### src/logic/cfg_pkg.sv
`default_nettype none

package cfg_pkg;

    ////////////////////
    // data widths
    ////////////////////

    // port and buffer word
    typedef logic [31:0] cfg_word_t;
    typedef logic [31:0] frame_addr_t;
    // 512-word frame buffer
    typedef logic [8:0]  buf_addr_t;
    // 1 to 4 frames per request
    typedef logic [2:0]  frame_cnt_t;
    // [11:5] word in frame, [4:0] bit in word
    typedef logic [11:0] bit_loc_t;
    typedef logic [8:0]  word_cnt_t;

    // operation select, same values as the old start/op scheme
    typedef enum logic [2:0] {
        OP_READ  = 3'd1,
        OP_WRITE = 3'd2,
        OP_FLIP  = 3'd4
    } op_code_t;

    ////////////////////
    // frame geometry
    ////////////////////

    localparam int FRAME_WORDS = 101;
    localparam int MAX_FRAMES  = 4;

    ////////////////////
    // command words
    ////////////////////

    localparam cfg_word_t CFG_SYNC       = 32'hAA99_5566;
    localparam cfg_word_t CFG_NOOP       = 32'h2000_0000;
    // type 1 write to CMD, one word
    localparam cfg_word_t CFG_HDR_CMD    = 32'h3000_8001;
    localparam cfg_word_t CFG_CMD_RCFG   = 32'h0000_0004;
    localparam cfg_word_t CFG_CMD_WCFG   = 32'h0000_0001;
    // type 1 write to FAR, one word
    localparam cfg_word_t CFG_HDR_FAR    = 32'h3000_2001;
    // type 2 headers, word count goes in [26:0]
    localparam cfg_word_t CFG_HDR_FDRO   = 32'h4800_0000;
    localparam cfg_word_t CFG_HDR_FDRI   = 32'h5000_0000;
    localparam cfg_word_t CFG_CMD_DESYNC = 32'h0000_000D;

endpackage

`default_nettype wire

### src/logic/bit_flipper.sv
`timescale 1ns/1ns
`default_nettype none

module bit_flipper #(
    parameter int FRAME_WORDS = cfg_pkg::FRAME_WORDS
) (
    input  wire logic               Clk,
    input  wire logic               rst,
    input  wire logic               flip_start,
    input  wire cfg_pkg::bit_loc_t  flip_loc,
    input  wire cfg_pkg::cfg_word_t buf_rdata,
    output logic                    flip_done,
    output cfg_pkg::buf_addr_t      buf_raddr,
    output logic                    buf_we,
    output cfg_pkg::buf_addr_t      buf_waddr,
    output cfg_pkg::cfg_word_t      buf_wdata
);
    import cfg_pkg::*;

    logic [6:0] word_idx;
    logic [4:0] bit_idx;
    logic       in_range;
    cfg_word_t  mask;
    // [0] read data valid, [1] write, [2] done
    logic [2:0] stage;

    assign word_idx = flip_loc[11:5];
    assign bit_idx  = flip_loc[4:0];
    assign in_range = (int'(word_idx) < FRAME_WORDS);
    assign mask     = cfg_word_t'(1) << bit_idx;

    always_ff @(posedge Clk)
    begin
        if (rst)
            stage <= 3'b000;
        else
            stage <= {stage[1:0], flip_start};
    end

    // modified word
    always_ff @(posedge Clk)
    begin
        if (stage[0])
            buf_wdata <= buf_rdata ^ mask;
    end

    // frame sits at buffer address 0, word index is the address
    assign buf_raddr = buf_addr_t'(word_idx);
    assign buf_waddr = buf_addr_t'(word_idx);
    // past the frame end nothing is written
    assign buf_we    = stage[1] && in_range;
    assign flip_done = stage[2];

endmodule

`default_nettype wire

### config.mk
export PLATFORM = sky130hd
export DESIGN_NAME = bit_flipper
export DESIGN_NICKNAME = d
export VERILOG_FILES = /design/src/logic/cfg_pkg.sv /design/src/logic/bit_flipper.sv
export SDC_FILE = /design/constraint.sdc
export NUM_CORES = 1
export LEC_CHECK = 0
export BUFFER_PORTS_ARGS = -buffer_cell sky130_fd_sc_hd__buf_2
export CELL_PAD_IN_SITES_DETAIL_PLACEMENT = 1
export CELL_PAD_IN_SITES_GLOBAL_PLACEMENT = 1
export CORE_UTILIZATION = 35
export DETAILED_ROUTE_END_ITERATION = 8
export PLACE_DENSITY_LB_ADDON = 0.2
export SLEW_MARGIN = 20
export SYNTH_ARGS = -nofsm -noshare
export SYNTH_HDL_FRONTEND = slang
export SYNTH_SLANG_ARGS = --single-unit
### constraint.sdc
create_clock -name Clk -period 3.07 [get_ports Clk]
set_clock_uncertainty 0.15 [all_clocks]
set_input_delay 0.614 -clock Clk [delete_from_list [all_inputs] [get_ports Clk]]
set_output_delay 0.614 -clock Clk [all_outputs]
set_load 0.005 [all_outputs]
Yosys cells after proc, flatten, opt, wreduce, memory -nomap -nowiden --
Cells that the tools add are included. W data, S select, Z words.
Storage, ports and cells: word-level logic and storage cells 6, register bits 35, output and inout bits 52
Operators by class: shift-type cells 1, order comparisons 1, bitwise logic cells 1, reduce and logical (&&, ||, !) cells 1
Operators with widths (count):
- $shl A1 B5 Y32 const A | 1
- $xor A32 B32 Y32 | 1
- $lt A7 B7 Y1 const B | 1
- $logic_and A1 B1 Y1 | 1

Depth between registers and ports, before layout --
depth in word-level cells 2, depth in mapped cells 4, gate-level depth less buffers 3

Least setup slack after synthesis --
No wires, ideal clock.
kind input to output, start point in flip_loc[6], end point out buf_we, path slack 1.316 ns, data required time 2.306 ns, stages on the path 3, data arrival time 0.990 ns, path through o21ai_0 nand2_1 a31oi_1
Between the ends: cells in the longest elaborated chain, start to end 2
Ends and longest elaborated chain:
- from (decl) | line bit_flipper.sv:10 | input wire cfg_pkg::bit_loc_t flip_loc,
- $lt A7 B7 Y1 | line bit_flipper.sv:29 | assign in_range = (int'(word_idx) < FRAME_WORDS);
- $logic_and A1 B1 Y1 | line bit_flipper.sv:51 | assign buf_we = stage[1] && in_range;
- to (decl) | line bit_flipper.sv:14 | output logic buf_we,
No other way between the ends.

Worst setup path in the final report --
Ends and elaborated chain as after synthesis.

==> flow_summary.toml <==
[routing]
drt_drc_violations_left = 0
final_antenna_net_count = 0
detailroute.via_count = 1291
initialDrtViolationCount = 33
first_pass_iters = 4
wl_um = 3900
drt-vias-per-instance = 4.36
routedWlPerCell_um = 13.2

[place]
post-place-cells = 288
place_ws_ns = 1.02
postPlaceCellArea_mm2 = 0.00216
gp_routability_congestion = 0.681
post-dp-hpwl_um = 3080
buffer_ports.inserted = 94

[timing]
slew-limit-headroom_pct = 48.8
finalSetupViolCount = 0
fin_tns_setup_ns = 0
final_hold_violation_count = 0
rsz0062_at_grt = "no"
worst_hold_slack_ns = 0.298
fmax_mhz = 492
period_minus_slack_ns = 2.03
max_slew.worst_pin.slew_ns = 0.767
final.period_utilization_pct = 66.1
final.setup.worst_slack_ns = 1.04
final-max-slew-violation-count = 0

[finish]
finalNetCount = 275
fin_area_mm2 = 0.00224
syn2layout_area_growth_pct = 29.9
fill_cells = 553
num_antenna_cells = 0
post_route_cells_drive_above_1_share_pct = 45.9
layout.cells.non_filler = 296

[floorplan]
die_w_um = 72.2
floorplan.core_area_mm2 = 0.00472
die_height_um = 72.2
die_area_mm2 = 0.00522
start_util_pct = 36.6
placement_rows = 25
ioPinCount = 99

[critical_path]
critical_path_required_ns = 2.31
family_of_cells_with_the_greatest_summed_delay_on_the_critical_path = "compound AO/OA/AOI/OAI gates"
path_class = "input port to primary output"
worst-r2r-setup-slack_ns = 1.47
worst_ep_arrival_time_ns = 1.27
startpoint_type = "input port"
worst-path-max-fanout = 3
cpMostUsedCell = "sky130_fd_sc_hd__buf_2"
slowest_stage_cell_cp = "sky130_fd_sc_hd__o21ai_0"
critical_path.n_buffers_inverters = 2
critical_path.endpoint_type = "primary output"
critical_path.cell_chain = "buf_2 -> o21ai_0 -> nand2_1 -> a31oi_1 -> buf_2"
critical_path.max_stage_delay_ns = 0.18

[hold_path]
hold_path_class = "flop to flop"

[cts]
postCtsSetupRepairBufs = 0
cts_htree_levels = 2
numCtsBuffers = 5
cts_tree = "done"
clock_latency_ns = 0.27
post_cts_resized = 0
cts.sinks = 35
clk_pin_slew_ns = 0.07
cts_max_path_buffers = 2
cts.root.buffer_cell = "sky130_fd_sc_hd__clkbuf_8"
hold_bufs_at_cts = 0

[synth]
synthesis.area_per_instance_um2 = 12.2
synth_largest_type_area_fraction_pct = 55.7
synth.top_cells.by_area = "sky130_fd_sc_hd__edfxtp_1 (56%), sky130_fd_sc_hd__xnor2_1 (8.1%), sky130_fd_sc_hd__xor2_1 (8.1%)"
yosysUniqueCellTypes = 19
ys_seq_elements = 35
netlist_area_mm2 = 0.00173
synthesis.yosys.warnings = 0
seq_area_frac_synth_pct = 59.1
synth_largest_area_cell = "sky130_fd_sc_hd__edfxtp_1"
post_synthesis_cell_count = 142

[power]
worst_ir_drop_vdd_uv = 241
power-per-cell-area_mw_per_mm2 = 442
power_leakage_nw = 0.961

[flow_run]
drv.max_cap_violation_count = 0

[run_status]
status = "finished clean"

[grt]
grt_pass1_wl_um = 6030
grt_max_degree = 18
number_of_antenna_violations_at_the_first_check_in_global_routing = 0
vias_in_the_first_global_route = 1281
grt_overflow = 0
grt_usage_pct = 15.7
## area by class of cell
type / count / area, um2 / share of cell area (%)
Clock inverter: 2 / 7.51 / 0.335
Multi-Input combinational cell: 89 / 568 / 25.3
Timing Repair Buffer: 96 / 485 / 21.7
Tap cell: 67 / 83.8 / 3.74
Sequential cell: 35 / 1020 / 45.5
Inverter: 1 / 3.75 / 0.167
Clock buffer: 6 / 72.6 / 3.24
## final timing paths
kind	from	end	depth (start not counted)
max	flip_loc[6]	buf_we	5
min reg2reg	stage[1]$_SDFF_PP0_	stage[2]$_SDFF_PP0_	2
max reg2reg	stage[0]$_SDFF_PP0_	buf_wdata[8]$_DFFE_PP_	1
min	stage[1]$_SDFF_PP0_	stage[2]$_SDFF_PP0_	2
## per-stage QoR
stage / power, mW / utilization [%]
final: 0.992 / 47.5
after global routing: 1.04 / 47.5
after CTS: 1.01 / 47.5
after detailed placement: 0.696 / 45.8
after global placement: 0.691 / 45.8
after floorplan: 0.631 / -
## layout by cell type (no fill, tap or decap), types with 4 or more instances in the layout
cell / count
sky130_fd_sc_hd__nand2_1: 14
sky130_fd_sc_hd__xor2_1: 16
sky130_fd_sc_hd__conb_1: 4
sky130_fd_sc_hd__xnor2_1: 16
sky130_fd_sc_hd__clkbuf_8: 5
sky130_fd_sc_hd__edfxtp_1: 32
sky130_fd_sc_hd__buf_2: 94
sky130_fd_sc_hd__nor2b_1: 4
sky130_fd_sc_hd__nand3_1: 5
sky130_fd_sc_hd__nor2_1: 15
sky130_fd_sc_hd__nor3_1: 4
## power by group
| part | leakage [nW] | total [mW] | switching (mW) | internal (mW) |
|---|---|---|---|---|
| logic | 0.596 | 0.128 | 0.0648 | 0.0629 |
| registers | 0.325 | 0.555 | 0.00862 | 0.547 |
| clock network | 0.0403 | 0.309 | 0.154 | 0.155 |
| total | 0.961 | 0.992 | 0.228 | 0.764 |
## cell usage after synthesis
cell and n:
sky130_fd_sc_hd__buf_2 2, sky130_fd_sc_hd__nand3_1 5, sky130_fd_sc_hd__o21ai_0 1, sky130_fd_sc_hd__conb_1 1
sky130_fd_sc_hd__buf_4 18, sky130_fd_sc_hd__nor2b_1 4, sky130_fd_sc_hd__nand3b_1 3, sky130_fd_sc_hd__inv_1 1
sky130_fd_sc_hd__nor3_2 1, sky130_fd_sc_hd__nor3_1 4, sky130_fd_sc_hd__nand2b_1 2, sky130_fd_sc_hd__xor2_1 16
sky130_fd_sc_hd__nand2_1 14, sky130_fd_sc_hd__nor2_1 15, sky130_fd_sc_hd__nor3b_2 3, sky130_fd_sc_hd__xnor2_1 16
sky130_fd_sc_hd__edfxtp_1 32, sky130_fd_sc_hd__a31oi_1 1, sky130_fd_sc_hd__dfxtp_1 3
## sequential cells by signal (all words and copies together) (netlist names)
name	flops
buf_wdata	32
stage	3
## routing by layer
metal  vias to the layer above  part of all wire (%)  GRT usage [%]
li1                        627                     -              -
met5                         -                     0              0
met4                         0                   1.3           5.88
met3                         5                   7.9           3.61
met2                        63                    53           27.0
met1                       596                    37           19.1
## cell families (layout without fill, tap and decap cells)
family	Yosys count	in the layout	share of synthesized area [%]
simple gates	51	51	15.1
compound gates	2	2	0.652
buf+inv	21	105	8.62
xor+xnor	32	32	16.2
other cells	1	4	0.217
flops	35	35	59.1
No activity file was read; power rests on OpenSTA's default activity.
