<file path="src/logic/cfg_pkg.sv">
`default_nettype none

package cfg_pkg;

    ////////////////////
    // data widths
    ////////////////////

    // port and buffer word
    typedef logic [31:0] cfg_word_t;
    typedef logic [31:0] frame_addr_t;
    // 512-word frame buffer
    typedef logic [8:0]  buf_addr_t;
    // 1 to 4 frames per request
    typedef logic [2:0]  frame_cnt_t;
    // [11:5] word in frame, [4:0] bit in word
    typedef logic [11:0] bit_loc_t;
    typedef logic [8:0]  word_cnt_t;

    // operation select, same values as the old start/op scheme
    typedef enum logic [2:0] {
        OP_READ  = 3'd1,
        OP_WRITE = 3'd2,
        OP_FLIP  = 3'd4
    } op_code_t;

    ////////////////////
    // frame geometry
    ////////////////////

    localparam int FRAME_WORDS = 101;
    localparam int MAX_FRAMES  = 4;

    ////////////////////
    // command words
    ////////////////////

    localparam cfg_word_t CFG_SYNC       = 32'hAA99_5566;
    localparam cfg_word_t CFG_NOOP       = 32'h2000_0000;
    // type 1 write to CMD, one word
    localparam cfg_word_t CFG_HDR_CMD    = 32'h3000_8001;
    localparam cfg_word_t CFG_CMD_RCFG   = 32'h0000_0004;
    localparam cfg_word_t CFG_CMD_WCFG   = 32'h0000_0001;
    // type 1 write to FAR, one word
    localparam cfg_word_t CFG_HDR_FAR    = 32'h3000_2001;
    // type 2 headers, word count goes in [26:0]
    localparam cfg_word_t CFG_HDR_FDRO   = 32'h4800_0000;
    localparam cfg_word_t CFG_HDR_FDRI   = 32'h5000_0000;
    localparam cfg_word_t CFG_CMD_DESYNC = 32'h0000_000D;

endpackage

`default_nettype wire

</file>
<file path="src/logic/word_counter.sv">
`timescale 1ns/1ns
`default_nettype none

module word_counter #(
    parameter int FRAME_WORDS = cfg_pkg::FRAME_WORDS
) (
    input  wire logic                Clk,
    input  wire logic                rst,
    input  wire logic                cnt_clear,
    input  wire logic                cnt_step,
    input  wire cfg_pkg::frame_cnt_t cnt_frames,
    output cfg_pkg::buf_addr_t       cnt_addr,
    output logic                     cnt_last
);
    import cfg_pkg::*;

    // last word index of the whole span
    word_cnt_t term;

    assign term = word_cnt_t'(cnt_frames * FRAME_WORDS - 1);

    always_ff @(posedge Clk)
    begin
        if (rst)
            cnt_addr <= '0;
        else if (cnt_clear)
            cnt_addr <= '0;
        else if (cnt_step)
            cnt_addr <= cnt_addr + 9'd1;
    end

    assign cnt_last = (word_cnt_t'(cnt_addr) == term);

endmodule

`default_nettype wire

</file>
<file path="config.mk">
export PLATFORM = sky130hd
export DESIGN_NAME = word_counter
export DESIGN_NICKNAME = d
export VERILOG_FILES = /design/src/logic/cfg_pkg.sv /design/src/logic/word_counter.sv
export SDC_FILE = /design/constraint.sdc
export NUM_CORES = 1
export LEC_CHECK = 0
export ABC_CLOCK_PERIOD_IN_PS = 2800
export BUFFER_PORTS_ARGS = -buffer_cell sky130_fd_sc_hd__buf_2
export CAP_MARGIN = 20
export CORE_MARGIN = 4
export CORE_UTILIZATION = 53
export DETAILED_ROUTE_END_ITERATION = 10
export PLACE_DENSITY = 0.84
export SYNTH_ARGS = -nofsm -noshare
export SYNTH_HDL_FRONTEND = slang
export SYNTH_SLANG_ARGS = --single-unit
export TNS_END_PERCENT = 100
</file>
<file path="constraint.sdc">
create_clock -name Clk -period 2.8 [get_ports Clk]
set_input_delay 0.28 -clock Clk [delete_from_list [all_inputs] [get_ports Clk]]
set_output_delay 0.28 -clock Clk [all_outputs]
set_load 0.01 [all_outputs]
</file>
# [Yosys cells after proc, flatten, opt, wreduce, memory -nomap -nowiden]
# Index checks and enable logic that the tools add are counted.
[totals] regBits=9 out_inout_bits=10 mem_bits_ro=0 memories=0 ram_bits=0 latch_bits=0 input_bits=7 wordCells=6
[classes] n_addsub=2 div=0 n_reduce_logical=1 shifts=0 bitwise=0 magnitude_cmp=0 eq_ne=1 n_mul=1 n_mux=0
[op_table] cell="$add A9 B1 Y9 const B" n=1
[op_table] cell="$eq A9 B9 Y1" n=1
[op_table] cell="$mul A3 B7 Y9 const B" n=1
[op_table] cell="$sub A9 B1 Y9 const B" n=1
[op_table] cell="$reduce_or A2 Y1" n=1

# [Longest topological paths before layout]
[logic_depth] ltp_word=3 ltp_mapped=8 ltp_nobuf=8

# [Worst setup path before layout]
# OpenSTA, ideal clock, no wires.
[synth_timing] path_kind="in2out" from="in cnt_frames[2]" to="out cnt_last" t_required_ps=2520 arrival_ps=2397 stages=7 path_buffers=0 slack_ps=123 cell_sequence="inv_1 > fa_1 > ha_1 > and3b_1 > or4_1 > a2111oi_0 > and4b_1"
[synth_between] elab_chain_cells=3
[synth_lines] item="from (decl)" line_no="word_counter.sv:11" text="input wire cfg_pkg::frame_cnt_t cnt_frames,"
[synth_lines] item="$mul A3 B7 Y9" line_no="word_counter.sv:20" text="assign term = word_cnt_t'(cnt_frames * FRAME_WORDS - 1);"
[synth_lines] item="$sub A9 B1 Y9" line_no="word_counter.sv:20"
[synth_lines] item="$eq A9 B9 Y1" line_no="word_counter.sv:32" text="assign cnt_last = (word_cnt_t'(cnt_addr) == term);"
[synth_lines] item="to (decl)" line_no="word_counter.sv:13" text="output logic cnt_last"
# No other way between the ends.

# [Final worst setup path]
[layout_timing] from="in cnt_frames[0]" to="out cnt_last"
# Same word-level chain as after synthesis.

==> load_flow_metrics.sql <==
INSERT INTO impl_metrics (metric_group, metric, value, unit) VALUES
('die', 'floorplan.io_pins', '17', ''),
('setup_path', 'arrival_time_reported_for_the_critical_path_endpoint', '2490', 'ps'),
('layout', 'final_layout_size_suffix_gt1_share', '29.51', '%'),
('place', 'dp_slack', '-94.87', 'ps'),
('grt', 'grt_first_pass_wirelength', '3.146', 'mm'),
('setup_path', 'cp-start-kind', 'input pin', ''),
('clocking', 'cts.sinks', '9', ''),
('synth', 'yosys_warnings', '0', ''),
('flow_run', 'cap_viol_max_count', '0', ''),
('synth', 'synth.area.top_cells', 'sky130_fd_sc_hd__dfxtp_1, sky130_fd_sc_hd__ha_1, sky130_fd_sc_hd__xnor2_1', ''),
('synth', 'syn-cell-area', '823.3', 'µm²'),
('power', 'cellLeakagePower', '0.4942', 'nW'),
('sta', 'final_min_period_over_clock_period', '99.08', '%'),
('min_path', 'hold_class', 'in -> reg', ''),
('die', 'placeableCoreArea', '1383', 'µm²'),
('place', 'io_buffer_count', '16', ''),
('clocking', 'cts.path.max_buffers', '2', ''),
('clocking', 'worst_setup_hold_path_clk_slew', '60', 'ps'),
('layout', 'ff_latch_area', '180.2', 'µm²'),
('power', 'clock_power_share', '28.0', '%'),
('synth', 'yosysSeqAreaShare', '21.88', '%'),
('sta', 'finalHoldViolCount', '0', ''),
('grt', 'grt_pass1_vias', '765', ''),
('place', 'detailed_place_hpwl', '1.582', 'mm'),
('power', 'irDropWorstVdd', '0.4157', 'mV'),
('layout', 'count_of_placed_standard_cells_in_the_final_layout_fillers_left_out', '137', ''),
('setup_path', 'worstPathRequired', '2520', 'ps'),
('die', 'design.die.area', '2248', 'µm²'),
('grt', 'grt_use_total', '21.09', '%'),
('power', 'net-switching-power', '0.1158', 'mW'),
('clocking', 'cts_max_level', '1', ''),
('grt', 'grt.overflow.total', '0', ''),
('layout', 'biggestRegsByFlops', 'cnt_addr: 9 flops', ''),
('sta', 'worstMarginPinSlew', '418.3', 'ps'),
('detailed_routing', 'detail_route.drc_violations', '0', ''),
('place', 'dp.cells', '130', ''),
('sta', 'grt_setup_unrepaired', 'true', ''),
('detailed_routing', 'drtIter0Drc', '15', ''),
('power', 'power_density', '337.8', 'nW/µm²'),
('power', 'seqPwrFrac', '35.8', '%'),
('synth', 'yosys.area.top_type', 'sky130_fd_sc_hd__dfxtp_1', ''),
('outcome', 'outcome', 'finished, final reports clean', ''),
('clocking', 'cts_tree', 'done', ''),
('place', 'routabilityCongestion', '0.8360', ''),
('setup_path', 'crit_type', 'in -> out', ''),
('sta', 'max-slew-margin-rel', '71.76', '%'),
('detailed_routing', 'route.detailed.wl_per_inst', '15.86', 'µm'),
('die', 'rows', '13', ''),
('detailed_routing', 'detail_route.vias_per_cell', '5.818', ''),
('clocking', 'cts_made_buffers', '3', ''),
('detailed_routing', 'firstDrtPassIters', '4', ''),
('sta', 'final_critical_path_setup_slack', '25.79', 'ps'),
('die', 'die_y_extent', '47.41', 'µm'),
('sta', 'final-setup-viol-count', '0', ''),
('sta', 'timing.final.max_slew_violations', '0', ''),
('synth', 'yosys.cell_types.count', '29', ''),
('detailed_routing', 'via_count', '797', ''),
('grt', 'number_of_antenna_violations_at_the_first_check_in_global_routing', '0', ''),
('layout', 'mostFrequentLayoutCells', 'sky130_fd_sc_hd__buf_2, sky130_fd_sc_hd__xnor2_1, sky130_fd_sc_hd__buf_4', ''),
('die', 'die_width', '47.41', 'µm'),
('layout', 'layout.filler_cells', '91', ''),
('setup_path', 'crit_path_end_kind', 'primary output', ''),
('synth', 'syn-num-nets', '114', ''),
('setup_path', 'worst-path-max-fanout', '4', ''),
('die', 'initial_core_util', '59.55', '%'),
('power', 'totalPowerFinal', '0.3647', 'mW'),
('synth', 'synthesis.instances', '93', ''),
('synth', 'synth_seq_cells', '9', ''),
('sta', 'layout_min_cycle_time', '2774', 'ps'),
('detailed_routing', 'drt.antenna.violating_nets', '0', ''),
('power', 'combinationalPowerShare', '36.2', '%');
==> cell usage after synthesis, drive strengths merged <==
cell,count
a221oi,1
inv,5
and2,1
fa,2
and2b,1
a21oi,5
o21ai,3
nand3,2
and3b,1
or4,1
mux2i,1
or3,3
nand4,4
nor2,7
dfxtp,9
or2,1
and3,1
a2111oi,1
and4b,1
clkbuf,2
a211oi,1
nand2,5
o31ai,1
xor2,9
nor2b,1
o311ai,1
ha,12
xnor2,11
==> metrics by stage <==
stage / setup TNS, ps / cell area (µm²)
finish: 0 / 1080
global route: -50.12 / 1080
CTS: 0 / 1007
detailed placement: -94.87 / 974.7
global placement: -14.76 / 974.7
floorplan: 0 / 823.3
==> power by group through the flow <==
stage | logic, mW | registers, mW | clock network, mW
after floorplan | 0.0728 | 0.134 | 0
after global placement | 0.102 | 0.133 | 0
after detailed placement | 0.107 | 0.134 | 0
after CTS | 0.110 | 0.131 | 0.105
after global routing | 0.142 | 0.131 | 0.108
final | 0.132 | 0.131 | 0.102
==> kinds of logic after synthesis <==
kind of cell | Yosys count | share of synthesized area [%]
simple gates | 29 | 19.46
compound gates | 13 | 9.879
buf+inv | 7 | 3.192
xor+xnor | 20 | 21.28
mux | 1 | 1.216
flops | 9 | 21.88
fa+ha+maj | 14 | 23.10
==> repair_timing <==
action                     4_1_cts  5_1_grt
hold buffers                     0        0
resized for setup                2       10
setup endpoints to repair        1        1
setup buffers                    0        3
pin swaps                        1        6
==> metal layers <==
layer | global-route usage (%) | part of all wire, % | vias to the layer above
met1 | 20.55 | 39 | 371
li1 | - | - | 381
met2 | 37.97 | 52 | 35
met5 | 0 | 0 | -
met4 | 16.57 | 3.6 | 0
met3 | 4.511 | 5.2 | 10
==> worst paths after layout <==
path / startpoint / to / slack [ps] / cells past startpoint
worst max-delay path: cnt_frames[0] / cnt_last / 30 / 8
worst min-delay path: cnt_step / cnt_addr[1] / 350 / 3
worst max register to register: cnt_addr[0] / cnt_addr[8] / 1350 / 5
worst min register to register: cnt_addr[8] / cnt_addr[8] / 530 / 2
==> cell type report <==
class	count	area share (%)
Clock buffer	4	2.433
Multi-Input combinational cell	77	60.60
Timing Repair Buffer	27	16.57
Sequential cell	9	16.69
Inverter	5	1.970
Tap cell	15	1.738
==> critical path, cell delays in order <==
cell	delay (ps)
sky130_fd_sc_hd__buf_8	110
sky130_fd_sc_hd__fa_1	490
sky130_fd_sc_hd__ha_2	190
sky130_fd_sc_hd__and3b_1	180
sky130_fd_sc_hd__or4_4	550
sky130_fd_sc_hd__a2111oi_4	350
sky130_fd_sc_hd__and4b_1	220
sky130_fd_sc_hd__buf_2	120
No activity file was read; power rests on OpenSTA's default activity.
