$ cat src/logic/cfg_pkg.sv
`default_nettype none

package cfg_pkg;

    ////////////////////
    // data widths
    ////////////////////

    // port and buffer word
    typedef logic [31:0] cfg_word_t;
    typedef logic [31:0] frame_addr_t;
    // 512-word frame buffer
    typedef logic [8:0]  buf_addr_t;
    // 1 to 4 frames per request
    typedef logic [2:0]  frame_cnt_t;
    // [11:5] word in frame, [4:0] bit in word
    typedef logic [11:0] bit_loc_t;
    typedef logic [8:0]  word_cnt_t;

    // operation select, same values as the old start/op scheme
    typedef enum logic [2:0] {
        OP_READ  = 3'd1,
        OP_WRITE = 3'd2,
        OP_FLIP  = 3'd4
    } op_code_t;

    ////////////////////
    // frame geometry
    ////////////////////

    localparam int FRAME_WORDS = 101;
    localparam int MAX_FRAMES  = 4;

    ////////////////////
    // command words
    ////////////////////

    localparam cfg_word_t CFG_SYNC       = 32'hAA99_5566;
    localparam cfg_word_t CFG_NOOP       = 32'h2000_0000;
    // type 1 write to CMD, one word
    localparam cfg_word_t CFG_HDR_CMD    = 32'h3000_8001;
    localparam cfg_word_t CFG_CMD_RCFG   = 32'h0000_0004;
    localparam cfg_word_t CFG_CMD_WCFG   = 32'h0000_0001;
    // type 1 write to FAR, one word
    localparam cfg_word_t CFG_HDR_FAR    = 32'h3000_2001;
    // type 2 headers, word count goes in [26:0]
    localparam cfg_word_t CFG_HDR_FDRO   = 32'h4800_0000;
    localparam cfg_word_t CFG_HDR_FDRI   = 32'h5000_0000;
    localparam cfg_word_t CFG_CMD_DESYNC = 32'h0000_000D;

endpackage

`default_nettype wire

$ cat src/logic/cfg_port_seq.sv
`timescale 1ns/1ns
`default_nettype none

module cfg_port_seq #(
    parameter int FRAME_WORDS = cfg_pkg::FRAME_WORDS
) (
    input  wire logic                 Clk,
    input  wire logic                 rst,
    input  wire logic                 xfer_start,
    input  wire logic                 xfer_read,
    input  wire cfg_pkg::frame_addr_t xfer_addr,
    input  wire cfg_pkg::frame_cnt_t  xfer_frames,
    input  wire cfg_pkg::buf_addr_t   cnt_addr,
    input  wire logic                 cnt_last,
    input  wire cfg_pkg::cfg_word_t   cfg_rdata,
    input  wire cfg_pkg::cfg_word_t   buf_rdata,
    output logic                      xfer_done,
    output logic                      cnt_clear,
    output logic                      cnt_step,
    output logic                      cfg_csib,
    output logic                      cfg_rdwrb,
    output cfg_pkg::cfg_word_t        cfg_wdata,
    output logic                      buf_we,
    output cfg_pkg::buf_addr_t        buf_waddr,
    output cfg_pkg::cfg_word_t        buf_wdata,
    output cfg_pkg::buf_addr_t        buf_raddr
);
    import cfg_pkg::*;

    typedef enum logic [2:0] {
        PH_IDLE,
        PH_PRE,
        PH_GAP_IN,
        PH_DATA,
        PH_GAP_OUT,
        PH_POST
    } phase_t;

    phase_t    phase;
    // word index within preamble or desync
    logic [2:0] idx;
    word_cnt_t data_cnt;
    cfg_word_t pre_word;
    cfg_word_t post_word;
    // readback in flight, one cycle behind the read cycle
    logic      rd_valid;
    buf_addr_t rd_addr;

    assign data_cnt = word_cnt_t'(xfer_frames * FRAME_WORDS);

    ////////////////////
    // command words
    ////////////////////

    always_comb
    begin
        case (idx)
            3'd0:    pre_word = CFG_SYNC;
            3'd1:    pre_word = CFG_NOOP;
            3'd2:    pre_word = CFG_HDR_CMD;
            3'd3:    pre_word = xfer_read ? CFG_CMD_RCFG : CFG_CMD_WCFG;
            3'd4:    pre_word = CFG_HDR_FAR;
            3'd5:    pre_word = xfer_addr;
            // type 2 header with the data word count
            3'd6:    pre_word = (xfer_read ? CFG_HDR_FDRO : CFG_HDR_FDRI)
                                | cfg_word_t'(data_cnt);
            default: pre_word = CFG_NOOP;
        endcase
    end

    assign post_word = idx[0] ? CFG_CMD_DESYNC : CFG_HDR_CMD;

    ////////////////////
    // phase register
    ////////////////////

    always_ff @(posedge Clk)
    begin
        if (rst)
        begin
            phase     <= PH_IDLE;
            idx       <= 3'd0;
            xfer_done <= 1'b0;
            rd_valid  <= 1'b0;
        end
        else
        begin
            xfer_done <= 1'b0;
            rd_valid  <= (phase == PH_DATA) && xfer_read;
            case (phase)
                PH_IDLE:
                begin
                    if (xfer_start)
                    begin
                        phase <= PH_PRE;
                        idx   <= 3'd0;
                    end
                end
                PH_PRE:
                begin
                    if (idx == 3'd6)
                    begin
                        idx   <= 3'd0;
                        phase <= xfer_read ? PH_GAP_IN : PH_DATA;
                    end
                    else
                        idx <= idx + 3'd1;
                end
                // rdwrb turns around here with csib high
                PH_GAP_IN: phase <= PH_DATA;
                PH_DATA:
                begin
                    if (cnt_last)
                        phase <= xfer_read ? PH_GAP_OUT : PH_POST;
                end
                PH_GAP_OUT: phase <= PH_POST;
                PH_POST:
                begin
                    if (idx == 3'd1)
                    begin
                        phase     <= PH_IDLE;
                        xfer_done <= 1'b1;
                    end
                    else
                        idx <= idx + 3'd1;
                end
                default: phase <= PH_IDLE;
            endcase
        end
    end

    // buffer address of the word coming back next cycle
    always_ff @(posedge Clk)
    begin
        rd_addr <= cnt_addr;
    end

    ////////////////////
    // port drive
    ////////////////////

    always_comb
    begin
        cfg_csib  = 1'b1;
        cfg_rdwrb = 1'b0;
        cfg_wdata = CFG_NOOP;
        case (phase)
            PH_PRE:
            begin
                cfg_csib  = 1'b0;
                cfg_wdata = pre_word;
            end
            PH_GAP_IN: cfg_rdwrb = 1'b1;
            PH_DATA:
            begin
                cfg_csib  = 1'b0;
                cfg_rdwrb = xfer_read;
                cfg_wdata = buf_rdata;
            end
            PH_POST:
            begin
                cfg_csib  = 1'b0;
                cfg_wdata = post_word;
            end
            default: cfg_csib = 1'b1;
        endcase
    end

    // counter holds at zero between transfers
    assign cnt_clear = (phase == PH_IDLE);
    assign cnt_step  = (phase == PH_DATA);

    // prefetch next word while the current one is on the port
    assign buf_raddr = (phase == PH_DATA) ? buf_addr_t'(cnt_addr + 9'd1) : cnt_addr;

    assign buf_we    = rd_valid;
    assign buf_waddr = rd_addr;
    assign buf_wdata = cfg_rdata;

endmodule

`default_nettype wire

$ cat config.mk
export PLATFORM = sky130hd
export DESIGN_NAME = cfg_port_seq
export DESIGN_NICKNAME = d
export VERILOG_FILES = /design/src/logic/cfg_pkg.sv /design/src/logic/cfg_port_seq.sv
export SDC_FILE = /design/constraint.sdc
export NUM_CORES = 1
export LEC_CHECK = 0
export ABC_AREA = 1
export BUFFER_PORTS_ARGS = -buffer_cell sky130_fd_sc_hd__buf_2
export CORE_ASPECT_RATIO = 0.8
export CORE_MARGIN = 2
export CORE_UTILIZATION = 35
export CTS_CLUSTER_DIAMETER = 40
export DETAILED_ROUTE_END_ITERATION = 7
export PLACE_DENSITY = 0.8
export SLEW_MARGIN = 20
export SYNTH_ARGS = -nofsm -noshare
export SYNTH_HDL_FRONTEND = slang
export SYNTH_SLANG_ARGS = --single-unit
$ cat constraint.sdc
create_clock -name Clk -period 2.3 [get_ports Clk]
set_clock_uncertainty 0.1 [all_clocks]
set_input_delay 0.46 -clock Clk [delete_from_list [all_inputs] [get_ports Clk]]
set_output_delay 0.46 -clock Clk [all_outputs]
set_load 0.05 [all_outputs]
-- Yosys cells after proc, flatten, opt, wreduce, memory -nomap -nowiden
Cells that the tools add are included.
- output and inout port bits: 88
- register bits after elaboration: 17
- add/subtract/negate cells: 2
- equal/unequal tests: 16
- $mul: 1
- reduce and logical (&&, ||, !) cells: 8
- multiplexer cells: 20
- bitwise gates (word level): 2
- operator list (kind ; count):
    $pmux 32 s6 ; 1
    $pmux 32 s3 ; 1
    $or 31x9->31 ; 1
    $mux 30 ; 1
    $mux 29 ; 1
    $mux 3 ; 8
    $pmux 3 s6 ; 1
    $eq 3x3->1 const B ; 5
    $eq 3x2->1 const B ; 4
    $ne 2x2->1 const B ; 5
    $add 9x1->9 const B ; 1
    $mul 3x7->9 const B ; 1
    $mux 9 ; 1
    $pmux 3 s3 ; 1
    $eq 3x1->1 const B ; 2
    $logic_not 3->1 ; 2
    $mux 1 ; 4
    $reduce_and 4->1 ; 1
    $add 3x1->3 const B ; 1
    $reduce_and 3->1 ; 1
    $reduce_bool 3->1 ; 1
    $reduce_or 3->1 ; 1
    $pmux 1 s2 ; 1
    $reduce_or 2->1 ; 1
    2 further kinds ; 2

-- Logic depth before layout (Yosys ltp)
Gate-level depths: netlist (run 1).
- depth after elaboration: 4
- mapped depth: 9
- depth with buffers taken out: 9

-- Least setup slack after synthesis (run 1)
Ideal clock, no wire load.
- path kind: register to output
- from: register idx[0]
- to: output cfg_wdata[30]
- arrival: 2.060 ns
- stages on the path, launching flop included: 7
- path slack: -0.320 ns
- cell sequence: dfxtp_1 > inv_1 > ha_1 > nand2_1 > inv_1 > nor2_1 > o21ai_0
- word-level cells in the longest chain between the ends: 3
- elaborated cells between the ends (all ways): 8
- those cells by class: 5 x eq/ne; 2 x mux; 1 x reduce/logical
- ends and longest elaborated chain (item ; RTL line ; source):
    start: declaration ; cfg_port_seq.sv:41 ; logic [2:0] idx;
    start signal: assignment ; cfg_port_seq.sv:107 ; idx <= idx + 3'd1;
    start signal: assignment ; cfg_port_seq.sv:125 ; idx <= idx + 3'd1;
    $eq 3x3->1 (tied with other cells) ; cfg_port_seq.sv:57 ; case (idx)
    $pmux 32 s6 (*) ; cfg_port_seq.sv:57 ;
    $pmux 32 s3 (*) ; cfg_port_seq.sv:147 ; case (phase)
    end: declaration ; cfg_port_seq.sv:22 ; output cfg_pkg::cfg_word_t cfg_wdata,
Every way passes the cells marked *; elsewhere a longest branch is shown, timed or not.

-- Worst setup path in the final report (run 1)
- from: input xfer_frames[1]
- to: output cfg_wdata[8]
- word-level cells in the longest chain between the ends: 4
- ends and longest elaborated chain (item ; RTL line ; source):
    start: declaration ; cfg_port_seq.sv:12 ; input wire cfg_pkg::frame_cnt_t xfer_frames,
    $mul 3x7->9 ; cfg_port_seq.sv:49 ; assign data_cnt = word_cnt_t'(xfer_frames * FRAME_WORDS);
    $or 31x9->31 ; cfg_port_seq.sv:66 ; | cfg_word_t'(data_cnt);
    $pmux 32 s6 ; cfg_port_seq.sv:57 ;
    $pmux 32 s3 ; cfg_port_seq.sv:147 ;
No other way between the ends.

==> run metrics, run 1 <==
core outline area around 0.0058 mm²; unrepaired setup endpoints after global routing true; VDD IR max ~0.00055 V; area of the mapped netlist ~0.0021 mm²; Synth Area in Compound Gates 0.154; H-tree levels 1; Post-synth EDFFs 0; share of cells above drive strength 1 0.505; area share of and/or/nand/nor cells after synthesis 0.359; FF+latch count, synth 17; Clock Path Buffers 2; detailed router's first-iteration violation count 190; fmax 0.425 GHz; sum of negative setup slack -0.0596 ns; Worst-Skew Late Latency between 0.2 and 0.25 ns; syn nets 465; # nets final 586; CP Max Fanout 2; Max-cap violations 0; Max-Slew Margin vs Limit 0.813; final wirelength about 8000 µm; final setup fails 2; CTS Buf Count 3; min Tclk post-route between 2 and 2.5 ns; failing checks setup timing; Post-Syn Instances ~340; CTS clock-pin slew for the worst setup and hold paths around 0.070 ns; worst-margin pin slew roughly 0.28 ns; largest net degree at the start of global routing 20; CP startpoint kind primary input; XOR/XNOR Fraction of Synth Area 0.0294; Top delay family on crit path simple AND/OR/NAND/NOR gates; Worst path slowest cell ha_4; ANT cells 0; drc violations 0; Pwr Density between 800 and 900 mW/mm²; Buf/Inv on CP 3; commonest register cell after synthesis dfxtp_1; antenna viol nets, final 0; crit path kind primary input to primary output; vias per inst between 5 and 6; total power ~0.0027 W; Die H roughly 73 µm; pre-CTS WS -0.189 ns; Leakage between 1.5 and 2 nW; Area growth syn-to-layout 58.8%; post-route cell area roughly 0.0033 mm²; Die Wd approximately 90 µm; IO Port Bufs approximately 140; DP Area approximately 0.0027 mm²; Async SR Flop Fraction 0; dpl hpwl 5520 µm; clock root cell clkbuf_8; flop2flop setup slack a little under 0.7 ns; Cell Chain, Critical Path buf_6 > buf_4 > ha_4 > ha_4 > nand4_1 > nand3b_1 > nand3_2 > nand3_2 > buf_8; global-route wire length before repair between 10,000 and 15,000 µm; max-slew violations 0; Initial Util 0.358; sequential area share after synthesis 0.163; Worst Setup End Kind primary output; GP Congestion between 0.9 and 1; clk sink count 17; Tot GR Track Use 0.208; Yosys top cell area share 0.194; largest family of logic cells by synthesized area simple AND/OR/NAND/NOR gates; Ys Warns 0; Adder-Cell Fraction of Synth Area 0.0780; vias in the first global route ~2,600; mux cell area share after synthesis 0; CTS tree yes; WP data required between 1.5 and 2 ns; leading post-synthesis cells by cell area nand2_1 19%, dfxtp_1 16%, buf_4 13%; Synth Area per Inst around 6.2 µm²; global route total overflow 0; Final Hold Fails 0; row cnt 25; PnR worst setup slack -0.0510 ns; Worst path max stage delay about 0.26 ns; post-synthesis cell type with the largest combined area nand2_1; via count approximately 2,700; hold_buf cts 0; initial antenna violation count 0; Min-Delay Path Class primary input to flip-flop; Synth cell types 31; die area roughly 0.0066 mm²; Routed WL per cell 14.8 µm; run status complete, but fails checks; Top Ports about 200; Initial DRT Pass Iterations 5; Worst Path Arrival between 1.5 and 2 ns; Final period util 1.02
[path summary, 6_finish.rpt]
| check | cells after the start | endpoint | from |
|---|---|---|---|
| max | 9 | cfg_wdata[8] | xfer_frames[1] |
| min | 1 | buf_waddr[5] | cnt_addr[5] |
| min reg2reg | 2 | idx[1] | idx[1] |
| max reg2reg | 8 | idx[1] | idx[0] |
[cell usage after synthesis (2+ instances only)]
| cell | n |
|---|---|
| buf_6 | 2 |
| a21oi_1 | 23 |
| xor2_1 | 3 |
| nor2_4 | 2 |
| nand3_1 | 17 |
| dfxtp_1 | 17 |
| nor2_1 | 20 |
| nand2_2 | 2 |
| o21ai_1 | 5 |
| buf_4 | 36 |
| ha_1 | 13 |
| nor3_1 | 2 |
| xnor2_1 | 4 |
| buf_2 | 6 |
| nand2_1 | 108 |
| inv_2 | 5 |
| o21ai_0 | 18 |
| inv_1 | 28 |
| nand4_1 | 7 |
| a21o_1 | 10 |
[through the flow]
step	std cells	hold WS, ns	util
detailed placement	530	0.426	0.471
floorplan	339	0.371	-
CTS	536	0.244	0.513
global placement	530	0.400	0.471
global route	540	0.247	0.569
finish	540	0.249	0.569
[worst register-to-register path, cell delays in order, from the launching register on]
cell	delay (ns)
dfxtp_4	0.38
inv_4	0.06
ha_4	0.16
nand2_1	0.09
buf_4	0.16
nand3_1	0.15
o21ai_0	0.18
nand2_1	0.09
a21oi_1	0.16
[flip-flops by register name (all words and copies together), names as in the netlist]
signal	cells
buf_we	1
phase	3
idx	3
buf_waddr	9
xfer_done	1
[where the power goes]
part	leakage, nW	switching (W)	internal, W
clock	0.0228	0.0000996	0.000123
sequential	0.145	0.0000527	0.000333
combinational	1.56	0.00137	0.000732
total	1.73	0.00152	0.00119
[per-layer routing]
metal,track usage,vias up,share of wire
met5,0,-,0
met4,0.0342,0,0.024
met3,0.0620,20,0.095
met2,0.388,191,0.47
met1,0.241,1239,0.41
li1,-,1299,-
[area by class of cell]
class | count | area, µm²
inverter | 33 | 140
tap | 81 | 101
sequential | 17 | 363
multi-input combinational | 244 | 1560
timing repair buffer | 161 | 1110
clock buffer | 4 | 45.0
fill | 539 | 2510
[logic make-up (layout without fill, tap and decap cells)]
kind of cell / after synthesis / after routing
AOI/OAI and AO/OA: 58 / 58
xor gates and xnor gates: 7 / 7
adders and majority gates: 13 / 13
buffers and inverters: 78 / 198
DFF: 17 / 17
and+or+nand+nor: 166 / 166
[repair_timing]
item                       4_1_cts  5_1_grt
setup endpoints to repair       34       34
buffers inserted                 2        4
pin swaps                        5       21
gates resized for setup         63       76
[cell usage in the layout, fill, tap and decap left out, types with 4 or more instances in the layout]
master | synthesis | final
ha_4 | 0 | 10
o21ai_1 | 5 | 15
nor2_1 | 20 | 13
a21o_1 | 10 | 10
nor2_2 | 1 | 4
dfxtp_4 | 0 | 6
buf_12 | 0 | 4
a21oi_1 | 23 | 19
nand2_2 | 2 | 8
nand4_1 | 7 | 7
dfxtp_1 | 17 | 11
nand3_2 | 1 | 6
buf_4 | 36 | 27
inv_1 | 28 | 20
buf_8 | 0 | 4
nand3_1 | 17 | 11
buf_6 | 2 | 20
nand2_1 | 108 | 101
nor2_4 | 2 | 6
inv_2 | 5 | 9
a21oi_2 | 0 | 4
buf_2 | 6 | 103
o21ai_0 | 18 | 6
Note: power is estimated with default switching activity, not from simulation.
==> run 2: changes to the inputs <==
--- a/config.mk
+++ b/config.mk
@@ -12,7 +12,8 @@
 export CORE_UTILIZATION = 35
 export CTS_CLUSTER_DIAMETER = 40
 export DETAILED_ROUTE_END_ITERATION = 7
-export PLACE_DENSITY = 0.8
+export PLACE_DENSITY = 0.78
+export SETUP_SLACK_MARGIN = 0.5
 export SLEW_MARGIN = 20
 export SYNTH_ARGS = -nofsm -noshare
 export SYNTH_HDL_FRONTEND = slang
==> run 2 against run 1 <==
The run still ends with setup timing left. Sequential cell count is the same. Core utilization up 21 points. Combinational power up 35%. Final area is 38% higher. Global-route usage rose by 6.8 points. Largest cell class unchanged. Clock-buffer cell count down 1.
==> run metrics, run 2 (synthesis gave the netlist of run 1 again) <==
run status complete, but fails checks; failing checks setup timing; clk sink count 17 (unchanged); H-tree levels 1 (unchanged); met2 Use GR 0.491 (+0.103); fmax 0.429 GHz (+0.91%); Die Wd 90.3 µm (unchanged); Max-Slew Margin vs Limit 0.723 (-0.0905); Worst path max stage delay 0.26 ns (about the same); crit path kind primary input to primary output; vias in the first global route 2,994 (+16%); sum of negative setup slack -0.0300 ns (+0.0295 ns); fill cell count 338 (-37%); min Tclk post-route 2.33 ns (-0.0212 ns); drc violations 0 (unchanged); max FFs per register 9 (unchanged); antenna viol nets, final 0 (unchanged); Leakage 2.25 nW (+30%); final setup fails 2 (unchanged); pre-CTS WS -0.161 ns (+0.0275 ns); final wirelength 10,700 µm (+33%); Routed WL per cell 18.5 µm (+24%); Worst-Skew Late Latency 0.27 ns (+0.03 ns); max-slew violations 0 (unchanged); row cnt 25 (unchanged); Worst Setup End Kind primary output; Initial DRT Pass Iterations 5 (unchanged); Worst Path Arrival 1.77 ns (-0.02 ns); Reg2Reg Depth 10 (+2); Tot GR Track Use 0.276 (+0.0683); core outline area 0.00582 mm² (unchanged); GP Congestion 0.876 (-8.2%); commonest non-fill, non-tap cell in the layout buf_2; Pwr Density 761 mW/mm² (-6.9%); die area 0.00660 mm² (unchanged); IO Port Bufs 136 (unchanged); share of cells above drive strength 1 0.724 (+0.219); # nets final 624 (+6.5%); worst-margin pin slew 0.415 ns (+0.136 ns); most frequent CP cell ha_4; Initial Util 0.358 (unchanged); Worst path slowest cell ha_4; Die H 73.0 µm (unchanged); global-route wire length before repair 14,600 µm (+27%); unrepaired setup endpoints after global routing true; Top Ports 201 (unchanged); largest net degree at the start of global routing 18 (-10%); WP data required 1.74 ns (about the same); layer with the highest usage met2; Final period util 1.01 (-0.00922); hold_buf cts 0 (unchanged); detailed router's first-iteration violation count 235 (+24%); Min-Delay Path Class primary input to flip-flop; met3 GRT Util 0.0630 (+0.00103); commonest non-fill, non-tap cells in the layout 88 x buf_2, 60 x nand2_1, 39 x buf_6; dpl hpwl 6200 µm (+12%); CTS clock-pin slew for the worst setup and hold paths 0.07 ns (about the same); CTS Buf Count 3 (unchanged); PnR worst setup slack -0.0298 ns (+0.0212 ns); clock root cell clkbuf_8; Cell Chain, Critical Path buf_12 > inv_12 > ha_4 > inv_4 > ha_4 > xor2_1 > o21ai_1 > nand2_1 > nand2_4 > buf_8; Final Core Density 0.783 (+0.214); CTS tree yes; Clock Path Buffers 2 (unchanged); CP Max Fanout 3 (+1); initial antenna violation count 1 (+1); Max-cap violations 0 (unchanged); flop2flop setup slack 0.70 ns (about the same); via count 3,134 (+14%); VDD IR max 0.000488 V (-12%); met1 Use GR 0.323 (+0.0825); Final Hold Fails 0 (unchanged); vias per inst 5.41 (+6.3%); global route total overflow 0 (unchanged); Area growth syn-to-layout 118%; Hold Path Depth 1 (unchanged); CP startpoint kind primary input
==> run 2: layer usage <==
layer / share of wire / wire, µm
met1: 0.38 / 4030
met2: 0.49 / 5240
met3: 0.091 / 976
met4: 0.041 / 440
met5: 0 / 0
==> run 2: worst paths after layout <==
kind                                     end            from
worst max-delay path            cfg_wdata[7]  xfer_frames[1]
worst min-delay path            buf_waddr[0]     cnt_addr[0]
worst max register to register      phase[1]        phase[2]
worst min register to register        idx[1]          idx[1]
==> run 2: area by class of cell <==
cell class	count	area, µm²	share of cell area
Timing Repair inverter	2	18.8	0.00412
Sequential cell	17	360	0.0791
Clock inverter	1	5.00	0.00110
Antenna cell	1	2.50	0.000549
Inverter	33	173	0.0379
Multi-Input combinational cell	244	2180	0.479
Tap cell	81	101	0.0222
Timing Repair Buffer	197	1670	0.367
Clock buffer	3	41.3	0.00906
==> run 2: timing repair <==
item,CTS,global route
gates cloned,3,0
pin swaps,51,24
resized for setup,229,44
buffers inserted,27,14
setup endpoints to repair,45,45
==> run 2: through the flow <==
stage | instances | area (µm²) | hold slack (ns) | total power, W
floorplan | 339 | 2630 | 0.388 | 0.00204
global placement | 530 | 3210 | 0.418 | 0.00229
detailed placement | 530 | 3210 | 0.428 | 0.00231
CTS | 564 | 4280 | 0.232 | 0.00325
global route | 579 | 4560 | 0.220 | 0.00359
finish | 579 | 4560 | 0.216 | 0.00347
==> run 2: power breakdown <==
group	switching, W	total (W)	internal [W]
registers	0.0000471	0.000379	0.000332
clock network	0.000128	0.000250	0.000121
logic	0.00169	0.00284	0.00115
total	0.00186	0.00347	0.00160
==> run 2: worst max-delay path: cells and delay by family <==
family          cells  cell delay (ns)
simple gates        2             0.19
xor+xnor            1             0.15
fa+ha+maj           2             0.50
compound gates      1             0.16
buf+inv             4             0.30
